<file path="config.mk">
export PLATFORM = sky130hd
export DESIGN_NAME = uart_rx
export DESIGN_NICKNAME = d
export VERILOG_FILES = /design/src/logic/uart_rx.sv
export VERILOG_INCLUDE_DIRS = /design/src /design/src/common
export SDC_FILE = /design/constraint.sdc
export NUM_CORES = 1
export LEC_CHECK = 0
export BUFFER_PORTS_ARGS = -buffer_cell sky130_fd_sc_hd__buf_4
export CORE_MARGIN = 2
export CORE_UTILIZATION = 48
export DETAILED_ROUTE_END_ITERATION = 10
export MAX_ROUTING_LAYER = met4
export PLACE_DENSITY = 0.74
export SLEW_MARGIN = 5
export SYNTH_ARGS = -nofsm -noshare
export SYNTH_HDL_FRONTEND = slang
export SYNTH_SLANG_ARGS = --single-unit
</file>
<file path="constraint.sdc">
create_clock -name clk_i -period 1.9 [get_ports clk_i]
set_input_delay 0.19 -clock clk_i [delete_from_list [all_inputs] [get_ports clk_i]]
set_output_delay 0.19 -clock clk_i [all_outputs]
set_load 0.02 [all_outputs]
</file>
<file path="src/common/prog_ram_defines.svh">
`ifndef PROG_RAM_DEFINES_SVH
`define PROG_RAM_DEFINES_SVH

////////////////////////////////////////////////////////////
// RAM geometry
////////////////////////////////////////////////////////////

`define UPR_RAM_DEPTH 1024
`define UPR_ADDR_W 10
`define UPR_DATA_W 32
`define UPR_NB_BYTES 4

////////////////////////////////////////////////////////////
// Serial loader
////////////////////////////////////////////////////////////

// Clock cycles per serial bit, small for simulation
`define UPR_BAUD_DIV 16

// Key that opens a load, sent first byte first
`define UPR_KEY "LOADPROG"
`define UPR_KEY_LEN 8

// Idle cycles tolerated between two key bytes
`define UPR_GAP_LIMIT 4000

`endif
</file>
<file path="src/logic/uart_rx.sv">
`timescale 1ns/10ps
`default_nettype none

`include "prog_ram_defines.svh"

module uart_rx (
  input  logic       clk_i,
  input  logic       rst_ni,
  input  logic       rx_i,
  output logic [7:0] rx_byte_o,
  output logic       rx_valid_o
);

  localparam int CNT_W = $clog2(`UPR_BAUD_DIV);
  localparam logic [CNT_W-1:0] BIT_END  = CNT_W'(`UPR_BAUD_DIV - 1);
  localparam logic [CNT_W-1:0] HALF_END = CNT_W'(`UPR_BAUD_DIV / 2 - 1);

  localparam logic [1:0] ST_IDLE  = 2'd0;
  localparam logic [1:0] ST_START = 2'd1;
  localparam logic [1:0] ST_DATA  = 2'd2;
  localparam logic [1:0] ST_STOP  = 2'd3;

  logic [1:0]       state_q;
  logic [CNT_W-1:0] cnt_q;
  logic [2:0]       bit_idx_q;
  logic             rx_q1;
  logic             rx_q2;
  logic [7:0]       shift_q;

  // Byte stays in the shifter until the next data bit
  assign rx_byte_o = shift_q;

  // Two sync flops that reset to the idle high level
  always_ff @(posedge clk_i) begin
    if (!rst_ni) begin
      rx_q1 <= 1'b1;
      rx_q2 <= 1'b1;
    end else begin
      rx_q1 <= rx_i;
      rx_q2 <= rx_q1;
    end
  end

  always_ff @(posedge clk_i) begin
    if (state_q == ST_DATA && cnt_q == BIT_END) begin
      // LSB arrives first
      shift_q <= {rx_q2, shift_q[7:1]};
    end
  end

  always_ff @(posedge clk_i) begin
    if (!rst_ni) begin
      state_q    <= ST_IDLE;
      cnt_q      <= '0;
      bit_idx_q  <= '0;
      rx_valid_o <= 1'b0;
    end else begin
      rx_valid_o <= 1'b0;
      cnt_q      <= cnt_q + 1'b1;
      case (state_q)
        ST_IDLE: begin
          cnt_q <= '0;
          if (!rx_q2) begin
            state_q <= ST_START;
          end
        end
        ST_START: begin
          // Mid-bit check rejects short glitches
          if (cnt_q == HALF_END) begin
            cnt_q     <= '0;
            bit_idx_q <= '0;
            state_q   <= rx_q2 ? ST_IDLE : ST_DATA;
          end
        end
        ST_DATA: begin
          if (cnt_q == BIT_END) begin
            cnt_q     <= '0;
            bit_idx_q <= bit_idx_q + 1'b1;
            if (bit_idx_q == 3'd7) begin
              state_q <= ST_STOP;
            end
          end
        end
        default: begin
          // A low line at mid stop bit drops the byte
          if (cnt_q == BIT_END) begin
            rx_valid_o <= rx_q2;
            state_q    <= ST_IDLE;
          end
        end
      endcase
    end
  end

endmodule

`default_nettype wire

</file>
==> results.md <==
- Outcome: complete, no violations
- Initial antenna violation count: 0
- Number of buffers created by CTS: 3
- Fin cells: ~110
- Fillers: 135
- Slew @ Worst Pin: 0.346 ns
- Total GRT Usage: roughly 16%
- Seq/Total Area, Yosys: between 50% and 60%
- P per Cell Area: ~1000 nW/um2
- Worst Path Max Fanout: 5
- Post-Syn Area: between 800 and 900 um2
- WL/cell: around 13 um
- Port Buf Inserts: 11
- R2r setup slk: between 0.07 and 0.08 ns
- # setup viols final: 0
- Pleak: between 0.0004 and 0.0005 uW
- Synth warn: 0
- Buffer levels on the longest clock path: 2
- N_diodes: 0
- RSZ-0062 raised after global routing: no
- Design Area, Final: around 1100 um2
- Post-layout minimum cycle time: ~1.8 ns
- Cell Area, Placed: 970 um2
- CP endpoint kind: register
- TNS Setup: 0 ns
- Synth Area in Compound Gates: between 10 and 15%
- Htree depth: 1
- Dpl cells: 100
- Worst EP required: between 2 and 2.5 ns
- Fmax: 0.548 GHz
- Final Slew Violations: 0
- Via density: about 5.6
- Sink Count: 20
- Vias in the first global route: roughly 530
- DRT Wirelength: approximately 1400 um
- Reg clk slew, reported paths: approximately 0.10 ns
- Synth Area in Adders: ~10%
- # rows: 15
- Layout cells sized above 1: about a third
- Period utilization: 96.0%
- Core area: ~1700 um2
- Max stage delay on crit path: ~0.50 ns
- Flop and latch count out of synthesis: 20
- Die Footprint: around 2100 um2
- Final WS setup: roughly 0.075 ns
- Net count, final: slightly below 100
- Hold worst-path end: rx_q1$_SDFF_PN1_
- Distinct cells, synth: 27
- Area grow syn2layout: 27.7%
- Pin count of the biggest net entering global routing: 13
- Pre-CTS WS: -0.0142 ns
- WP data arrival: between 2 and 2.5 ns
- Total congestion overflow: 0
- First drt pass iteration count: 4
- Hold Crit Depth: 2
- First-pass GRT wire length: 2210 um
- DRT iter0 DRCs: 4
- Worst slew margin: ~77%
- Register area: 485 um2
- Mean Syn Cell Area: about 12 um2
- Drc violations: 0
- Hold Startpoint: rx_i
- Area occupied by multi-input gates: approximately 380 um2
- R2R depth: 6
- Initial Util: approximately half
- RR Startpoint: state_q[0]$_SDFFE_PN0P_
- Clock latency on the worst-skew pair: roughly 0.29 ns
- WS Path Type: reg -> reg
- Slowest cell on the critical path: or4_1
- DRT antenna net count: 0
- Fin Clk Skew: 0.00103 ns
- Hold crit path type: in -> reg
- XOR/XNOR Fraction of Synth Area: a little over 2%
- Vias: about 580
- Final Hold Violating Endpoints: 0
- Largest family of logic cells by synthesized area: simple AND/OR/NAND/NOR gates
- RR Endpoint: state_q[0]$_SDFFE_PN0P_
- CP cell instances: buf_12 > ha_4 > or2_2 > o211a_2 > or4_1 > a21boi_1
- Simple-gate share of the synthesized area: around 17%
- Post-Syn Instances: 69
- Ports: 12
- Worst vdd ir: between 500 and 600 uV
- Final Util: roughly 64%
- Syn nets: between 70 and 80
- Max-cap violations: 0
- Chip Width: roughly 46 um
- CTS tree: built
- Dpl hpwl: 1020 um
- Post-synthesis mux area share: around 1.2%
- Die Ht: roughly 46 um
- CP Launch Type: register
- Root Buffer: clkbuf_4
- Gpl congestion: between 0.7 and 0.8
[worst max-delay path, delay by kind of cell (launching register included)]
kind                     cells  cell delay, ns
flip-flops                   1            0.38
AO/OA/AOI/OAI                2            0.29
AND/OR/NAND/NOR              2            0.80
adder cells (fa/ha/maj)      1            0.16
buffers and inverters        1            0.12
[final cells by class]
class                   count  area share [%]
clock buffers               3            2.09
clock inverters             1            2.79
repair buffers             15            11.6
well taps                  17            1.97
multi-input cells          45            35.1
inverters                   4            1.39
flip-flops and latches     20            45.1
[power by group]
part	switching (uW)	total (uW)	internal [uW]
Combinational	102	225	123
Clock	121	334	213
Sequential	23.2	491	468
[registers in the layout, indices dropped and copies added, names as in the netlist]
register	count
rx_byte_o	8
cnt_q	4
bit_idx_q	3
state_q	2
rx_q1	1
rx_q2	1
rx_valid_o	1
[repair_timing]
item	4_1_cts	5_1_grt
hold buffers	0	0
setup buffers	0	1
resized for setup	1	10
setup endpoints to repair	1	4
[Yosys cell counts]
cell type / number / area share [%]
a21boi_1: 1 / 0.89
a221o_1: 1 / 1.2
a22oi_1: 2 / 1.8
and3b_1: 1 / 1.0
dfxtp_1: 12 / 28
edfxtp_1: 8 / 28
ha_1: 7 / 10
inv_1: 4 / 1.8
mux2i_1: 1 / 1.2
nand2_1: 1 / 0.44
nand2b_1: 2 / 1.5
nand3_1: 1 / 0.59
nand3_2: 1 / 1.2
nand4bb_1: 2 / 2.7
nor2_1: 7 / 3.1
nor2b_1: 4 / 3.0
nor3_1: 1 / 0.59
nor3b_1: 1 / 0.89
o211a_1: 1 / 1.2
o211a_2: 1 / 1.2
o211ai_1: 1 / 0.89
o21ai_0: 3 / 1.8
o22ai_1: 1 / 0.74
o311a_2: 1 / 1.3
or2_2: 1 / 0.74
or4_1: 1 / 0.89
xor2_1: 2 / 2.1
[layer usage]
metal | part of all wire, % | vias up | GRT usage [%]
met4 | 3.3 | 0 | 10.3
met1 | 46 | 274 | 17.8
met2 | 47 | 15 | 23.9
met3 | 4.3 | 6 | 3.57
li1 | - | 289 | -
met5 | 0 | - | -
[through the flow]
stage / hold slack (ns) / total power (uW)
4_1_cts: 0.0715 / 1020
2_1_floorplan: 0.263 / 624
5_1_grt: 0.0658 / 1110
3_5_place_dp: 0.385 / 678
3_3_place_gp: 0.375 / 672
6_report: 0.0772 / 1050
[how the worst max path moves through the flow]
stage	startpoint	end	slack, ns	cells after the start
floorplan	state_q[0]$_SDFFE_PN0P_	state_q[0]$_SDFFE_PN0P_	0.10	6
global placement	state_q[0]$_SDFFE_PN0P_	state_q[0]$_SDFFE_PN0P_	0.02	6
detailed placement	state_q[0]$_SDFFE_PN0P_	state_q[0]$_SDFFE_PN0P_	-0.01	6
CTS	state_q[0]$_SDFFE_PN0P_	state_q[0]$_SDFFE_PN0P_	0.006	6
global route	state_q[0]$_SDFFE_PN0P_	state_q[0]$_SDFFE_PN0P_	0.004	6
finish	state_q[0]$_SDFFE_PN0P_	state_q[0]$_SDFFE_PN0P_	0.08	6
[placed cells by master, fill, tap and decap left out, drive strengths merged, types with 2 or more instances in the layout]
master / netlist / routed
buf: 0 / 15
dfxtp: 12 / 12
edfxtp: 8 / 8
nor2: 7 / 7
ha: 7 / 7
nor2b: 4 / 4
inv: 4 / 4
o21ai: 3 / 3
clkbuf: 0 / 3
xor2: 2 / 2
nand4bb: 2 / 2
a22oi: 2 / 2
nand2b: 2 / 2
nand3: 2 / 2
o211a: 2 / 2
[cells by family (layout without fill, tap and decap cells)]
kind of cell	Yosys count	in the layout
and+or+nand+nor	23	23
DFF	20	20
AOI/OAI and AO/OA	12	12
adders and majority gates	7	7
buffers and inverters	4	23
xor gates and xnor gates	2	2
muxes	1	1
Note: power is estimated with default switching activity, not from simulation.
