**src/common/prog_ram_defines.svh**
```systemverilog
`ifndef PROG_RAM_DEFINES_SVH
`define PROG_RAM_DEFINES_SVH

////////////////////////////////////////////////////////////
// RAM geometry
////////////////////////////////////////////////////////////

`define UPR_RAM_DEPTH 1024
`define UPR_ADDR_W 10
`define UPR_DATA_W 32
`define UPR_NB_BYTES 4

////////////////////////////////////////////////////////////
// Serial loader
////////////////////////////////////////////////////////////

// Clock cycles per serial bit, small for simulation
`define UPR_BAUD_DIV 16

// Key that opens a load, sent first byte first
`define UPR_KEY "LOADPROG"
`define UPR_KEY_LEN 8

// Idle cycles tolerated between two key bytes
`define UPR_GAP_LIMIT 4000

`endif
```
**src/common/prog_ram_pkg.sv**
```systemverilog
`default_nettype none

`include "prog_ram_defines.svh"

package prog_ram_pkg;

  ////////////////////////////////////////////////////////////
  // RAM word
  ////////////////////////////////////////////////////////////

  // Whole word or byte lanes, bytes[NB_BYTES-1] is the most significant
  typedef union packed {
    logic [`UPR_DATA_W-1:0]        word;
    logic [`UPR_NB_BYTES-1:0][7:0] bytes;
  } ram_word_u;

  ////////////////////////////////////////////////////////////
  // Write request
  ////////////////////////////////////////////////////////////

  // Shared by the host port and the loader port
  typedef struct packed {
    logic [`UPR_ADDR_W-1:0]   addr;
    ram_word_u                data;
    logic [`UPR_NB_BYTES-1:0] strb;
  } ram_wr_req_t;

endpackage

`default_nettype wire

```
**src/loader/prog_loader.sv**
```systemverilog
`timescale 1ns/10ps
`default_nettype none

`include "prog_ram_defines.svh"

module prog_loader import prog_ram_pkg::*; (
  input  logic        clk_i,
  input  logic        rst_ni,
  input  logic [7:0]  rx_byte_i,
  input  logic        rx_valid_i,
  output ram_wr_req_t prog_req_o,
  output logic        prog_we_o,
  output logic        prog_mode_o,
  output logic        sys_rst_no
);

  localparam int KEY_W     = `UPR_KEY_LEN * 8;
  localparam int KEY_CNT_W = $clog2(`UPR_KEY_LEN);
  localparam int GAP_W     = $clog2(`UPR_GAP_LIMIT);
  localparam int BYTE_W    = $clog2(`UPR_NB_BYTES);

  localparam logic [KEY_W-1:0]     KEY       = `UPR_KEY;
  localparam logic [KEY_CNT_W-1:0] KEY_LAST  = KEY_CNT_W'(`UPR_KEY_LEN - 1);
  localparam logic [GAP_W-1:0]     GAP_LAST  = GAP_W'(`UPR_GAP_LIMIT - 1);
  localparam logic [BYTE_W-1:0]    BYTE_LAST = BYTE_W'(`UPR_NB_BYTES - 1);

  localparam logic [2:0] ST_WAIT    = 3'd0;
  localparam logic [2:0] ST_RECEIVE = 3'd1;
  localparam logic [2:0] ST_CHECK   = 3'd2;
  localparam logic [2:0] ST_COUNT   = 3'd3;
  localparam logic [2:0] ST_PROGRAM = 3'd4;
  localparam logic [2:0] ST_FINISH  = 3'd5;

  logic [2:0]             state_q;
  logic [KEY_W-1:0]       key_q;
  logic [KEY_CNT_W-1:0]   key_cnt_q;
  logic [GAP_W-1:0]       gap_cnt_q;
  logic [BYTE_W-1:0]      byte_cnt_q;
  logic [`UPR_DATA_W-1:0] word_count_q;
  logic [`UPR_DATA_W-1:0] wr_count_q;
  logic [`UPR_DATA_W-1:0] count_next;
  logic [`UPR_ADDR_W-1:0] load_addr_q;
  ram_word_u              word_q;
  logic                   prog_we_q;

  // Count is sent MSB first like the words
  assign count_next = {word_count_q[`UPR_DATA_W-9:0], rx_byte_i};

  assign prog_req_o  = '{addr: load_addr_q, data: word_q, strb: {`UPR_NB_BYTES{1'b1}}};
  assign prog_we_o   = prog_we_q;
  assign prog_mode_o = (state_q == ST_PROGRAM);
  assign sys_rst_no  = (state_q != ST_FINISH);

  ////////////////////////////////////////////////////////////
  // Byte shifters
  ////////////////////////////////////////////////////////////

  always_ff @(posedge clk_i) begin
    if (rx_valid_i) begin
      if (state_q == ST_WAIT || state_q == ST_RECEIVE) begin
        key_q <= {key_q[KEY_W-9:0], rx_byte_i};
      end
      if (state_q == ST_COUNT) begin
        word_count_q <= count_next;
      end
      if (state_q == ST_PROGRAM) begin
        word_q.bytes <= {word_q.bytes[`UPR_NB_BYTES-2:0], rx_byte_i};
      end
    end
  end

  ////////////////////////////////////////////////////////////
  // Sequence FSM
  ////////////////////////////////////////////////////////////

  always_ff @(posedge clk_i) begin
    if (!rst_ni) begin
      state_q     <= ST_WAIT;
      key_cnt_q   <= '0;
      gap_cnt_q   <= '0;
      byte_cnt_q  <= '0;
      wr_count_q  <= '0;
      load_addr_q <= '0;
      prog_we_q   <= 1'b0;
    end else begin
      prog_we_q <= 1'b0;

      // Address moves on once the word is in the RAM
      if (prog_we_q) begin
        load_addr_q <= load_addr_q + 1'b1;
        wr_count_q  <= wr_count_q + 1'b1;
      end

      case (state_q)
        ST_WAIT: begin
          gap_cnt_q <= '0;
          if (rx_valid_i) begin
            key_cnt_q <= KEY_CNT_W'(1);
            state_q   <= ST_RECEIVE;
          end
        end
        ST_RECEIVE: begin
          if (rx_valid_i) begin
            gap_cnt_q <= '0;
            key_cnt_q <= key_cnt_q + 1'b1;
            if (key_cnt_q == KEY_LAST) begin
              state_q <= ST_CHECK;
            end
          end else if (gap_cnt_q == GAP_LAST) begin
            // Line went quiet in the middle of the key
            state_q <= ST_WAIT;
          end else begin
            gap_cnt_q <= gap_cnt_q + 1'b1;
          end
        end
        ST_CHECK: begin
          byte_cnt_q <= '0;
          wr_count_q <= '0;
          state_q    <= (key_q == KEY) ? ST_COUNT : ST_WAIT;
        end
        ST_COUNT: begin
          if (rx_valid_i) begin
            byte_cnt_q <= byte_cnt_q + 1'b1;
            if (byte_cnt_q == BYTE_LAST) begin
              // Empty load skips straight to the reset pulse
              state_q <= (count_next == '0) ? ST_FINISH : ST_PROGRAM;
            end
          end
        end
        ST_PROGRAM: begin
          if (rx_valid_i) begin
            byte_cnt_q <= byte_cnt_q + 1'b1;
            if (byte_cnt_q == BYTE_LAST) begin
              prog_we_q <= 1'b1;
            end
          end
          if (wr_count_q == word_count_q) begin
            state_q <= ST_FINISH;
          end
        end
        default: begin
          state_q <= ST_WAIT;
        end
      endcase

      // System reset also rewinds the load address
      if (!sys_rst_no) begin
        load_addr_q <= '0;
      end
    end
  end

endmodule

`default_nettype wire

```
**config.mk**
```make
export PLATFORM = sky130hd
export DESIGN_NAME = prog_loader
export DESIGN_NICKNAME = d
export VERILOG_FILES = /design/src/common/prog_ram_pkg.sv /design/src/loader/prog_loader.sv
export VERILOG_INCLUDE_DIRS = /design/src /design/src/common
export SDC_FILE = /design/constraint.sdc
export NUM_CORES = 1
export LEC_CHECK = 0
export ABC_AREA = 1
export BUFFER_PORTS_ARGS = -buffer_cell sky130_fd_sc_hd__clkbuf_2
export CORE_MARGIN = 5
export CORE_UTILIZATION = 60
export CTS_BUF_LIST = sky130_fd_sc_hd__clkbuf_2
export CTS_CLUSTER_DIAMETER = 150
export DETAILED_ROUTE_END_ITERATION = 7
export HOLD_SLACK_MARGIN = 0.05
export PLACE_DENSITY = 0.81
export SETUP_SLACK_MARGIN = 0.4
export SLEW_MARGIN = 20
export SYNTH_ARGS = -nofsm -noshare
export SYNTH_HDL_FRONTEND = slang
export SYNTH_SLANG_ARGS = --single-unit
```
**constraint.sdc**
```tcl
create_clock -name clk_i -period 5.16 [get_ports clk_i]
set_clock_uncertainty 0.15 [all_clocks]
set_input_delay 0.516 -clock clk_i [delete_from_list [all_inputs] [get_ports clk_i]]
set_output_delay 0.516 -clock clk_i [all_outputs]
set_load 0.02 [all_outputs]
```
==> results by group <==
Logic synthesis
  – Ys async rst share: 0%
  – Post-synth EDFFs: 128
  – Post-Synthesis Cells: 830
  – Yosys reg bits: 191
  – Yosys cell types: 39
  – Sequential area share after synthesis: 62.7%
  – Synth Area per Inst: 9.81 um^2
  – Yosys warns: 0
  – Post-Syn Area: 8140 um^2
  – Top FF cell, synth: edfxtp_1

Layout
  – Final instance count without filler cells: 1101
  – Fill count: 1024
  – Commonest non-fill, non-tap cell in the layout: nand2_1
  – Area growth from synthesis to layout: 10.2%
  – Layout cells sized above 1: 13.5%
  – Most frequent cells in the layout: nand2_1 (170), nor2_1 (135), edfxtp_1 (128)
  – Final Cell Area: 8970 um^2
  – Final nets: 928

Power and ir drop
  – Worst VDD drop: 263 uV
  – Switching pwr: 1.06 mW
  – Sw Ratio: 32.0%
  – Clk network pwr share: 22.3%
  – Int Pwr: 2.25 mW
  – P per Cell Area: 369 nW/um^2
  – Logic pwr share: 15.3%
  – Lkg Pwr: 3.34 nW
  – Sequential share of power: 62.4%
  – Total power: 3.31 mW

Setup path
  – CP Capture Type: output port
  – Worst Path Max Fanout: 14
  – Startpoint Class: flop
  – Slowest stage delay, CP: 0.77 ns
  – Crit path buf inv count: 1
  – Crit path DAT: 1.85 ns
  – CP Cell Sequence: clkbuf_2
  – Crit-path slowest cell: dfxtp_1
  – Worst Path Class, Setup: flop to output port
  – Delay-heaviest family, CP: flip-flops
  – WP data required: 4.49 ns

Global routing
  – Vias in the first global route: 5560
  – Largest net degree at the start of global routing: 47
  – Global Route Usage Sum: 19.7%
  – Grt total ovfl: 0
  – First-pass GRT wire length: 25.6 mm
  – Antenna violations before repair: 1

Clock tree
  – Num CTS Buffers: 17
  – Clock Path Buffers: 2
  – CTS tree: yes
  – Clock insertion delay at the later pin of the skew report: 0.81 ns
  – Clk slew on worst S/H paths: 0.30 ns
  – H-tree Lvls: 4
  – Sink Count: 191
  – CTS Root Cell: clkbuf_2

Placed design
  – Final Wtd Congestion: 0.860
  – Area post-placement: 8620 um^2
  – Hpwl dp: 10.7 mm
  – Number of I/O port buffers: 55
  – Number of cells after detailed placement: 1057

STA
  – RSZ-0062 raised after global routing: no
  – Min Tclk post-route: 2.51 ns
  – Worst-margin pin slew: 0.912 ns
  – Max-Slew Margin vs Limit: 39.1%
  – Final setup fails: 0
  – Fin. max-slew vios: 0
  – Setup_tns: 0 ns
  – Fmax: 398 MHz
  – Hold Fails Final Rpt: 0
  – Fin crit share: 48.7%

Die
  – Die Y-Extent: 127 um
  – CORE AREA: 13300 um^2
  – Top-Level Pins: 60
  – Row Count: 42
  – Die width: 127 um
  – Die ar.: 16000 um^2
  – Initial Utilization: 61.3%

Routing
  – WL/cell: 13.5 um
  – DRC viols: 0
  – DR vias: 5707
  – Final ANT Viol Nets: 0
  – Drt pass-1 iters: 5
  – Post-Route WL: 14.9 mm
  – 1st-iter DRT viols: 437
  – Vias per cell: 5.18

Run
  – Max-cap violations: 0

Status
  – Status: finished, final reports clean

Worst hold path
  – Worst min-delay path category: input pin to flop
-- cells by family after synthesis --
| group | synth area share [%] |
|---|---|
| AND/OR/NAND/NOR | 21.8 |
| flip-flops | 62.7 |
| buffers and inverters | 5.42 |
| AO/OA/AOI/OAI | 5.53 |
| XOR/XNOR | 3.55 |
| adder cells (fa/ha/maj) | 0.922 |
| other | 0.0460 |
-- final timing paths --
path                                                start                 endpoint  slack (ns)  cells after the start
worst min register to register        key_q[45]$_DFFE_PP_      key_q[53]$_DFFE_PP_        0.30                      0
worst max-delay path                 prog_we_o$_SDFF_PN0_                prog_we_o        2.65                      1
worst min-delay path                         rx_byte_i[1]       key_q[1]$_DFFE_PP_        0.28                      2
worst max register to register  gap_cnt_q[0]$_SDFFE_PN0P_  state_q[1]$_SDFFE_PN0P_        2.71                     11
-- stage by stage --
step	utilization (%)	hold slack [ns]	setup slack (ns)
final	67.5	0.283	2.65
after global routing	67.5	0.217	2.46
after CTS	67.5	0.208	2.58
after detailed placement	64.8	0.281	2.74
after global placement	64.8	0.279	2.78
after floorplan	-	0.276	1.03
-- layer usage --
metal | part of all wire, % | global-route usage, % | up-vias
met5 | 0 | 0 | -
met4 | 1.9 | 6.94 | 0
met3 | 6.0 | 5.21 | 27
met2 | 48 | 32.4 | 154
met1 | 44 | 25.6 | 2625
li1 | - | - | 2901
-- final cells by class --
| cell class | count | area (um^2) | share of cell area [%] |
|---|---|---|---|
| well taps | 176 | 220 | 2.45 |
| repair buffers | 69 | 408 | 4.54 |
| inverters | 99 | 372 | 4.14 |
| clock inverters | 15 | 156 | 1.74 |
| diodes | 1 | 2.50 | 0.0279 |
| clock buffers | 17 | 85.1 | 0.948 |
| flip-flops and latches | 191 | 5100 | 56.9 |
| multi-input cells | 533 | 2630 | 29.3 |
-- state kept, by name (all words and copies together), names as in the netlist, 3 cells and up --
name,cells
gap_cnt_q,12
key_cnt_q,3
key_q,64
load_addr_q,10
state_q,3
word_count_q,32
word_q,32
wr_count_q,32
-- Yosys cell counts (4+ instances only) --
library cell  instances  area share [%]
nand2_1             170             7.8
nor2_1              138             6.4
edfxtp_1            128              47
inv_1                92             4.2
dfxtp_1              63              15
a21oi_1              42             2.6
nand3_1              32             2.0
xnor2_1              28             3.0
o21ai_0              25             1.5
nand4_1              16             1.2
nor3_1               14            0.86
inv_2                 7            0.32
a31oi_1               6            0.46
buf_4                 6            0.55
ha_1                  6            0.92
nand2_2               6            0.46
o21ai_1               6            0.37
nor3_2                5            0.61
xor2_1                5            0.54
nor2_2                4            0.31
-- timing repair --
| action | 4_1_cts | 5_1_grt |
|---|---|---|
| endpoints found under the hold margin | 42 | 0 |
| setup buffers | 0 | 0 |
| hold buffers | 11 | 0 |
| gates resized for setup | 0 | 0 |
-- power by group through the flow --
stage	registers (mW)	clock network [mW]	logic, mW
2_1_floorplan	2.08	0	0.388
3_3_place_gp	2.09	0	0.479
3_5_place_dp	2.10	0	0.500
4_1_cts	2.07	0.753	0.511
5_1_grt	2.10	0.821	0.587
6_report	2.07	0.738	0.508
No activity file was read; power rests on OpenSTA's default activity.
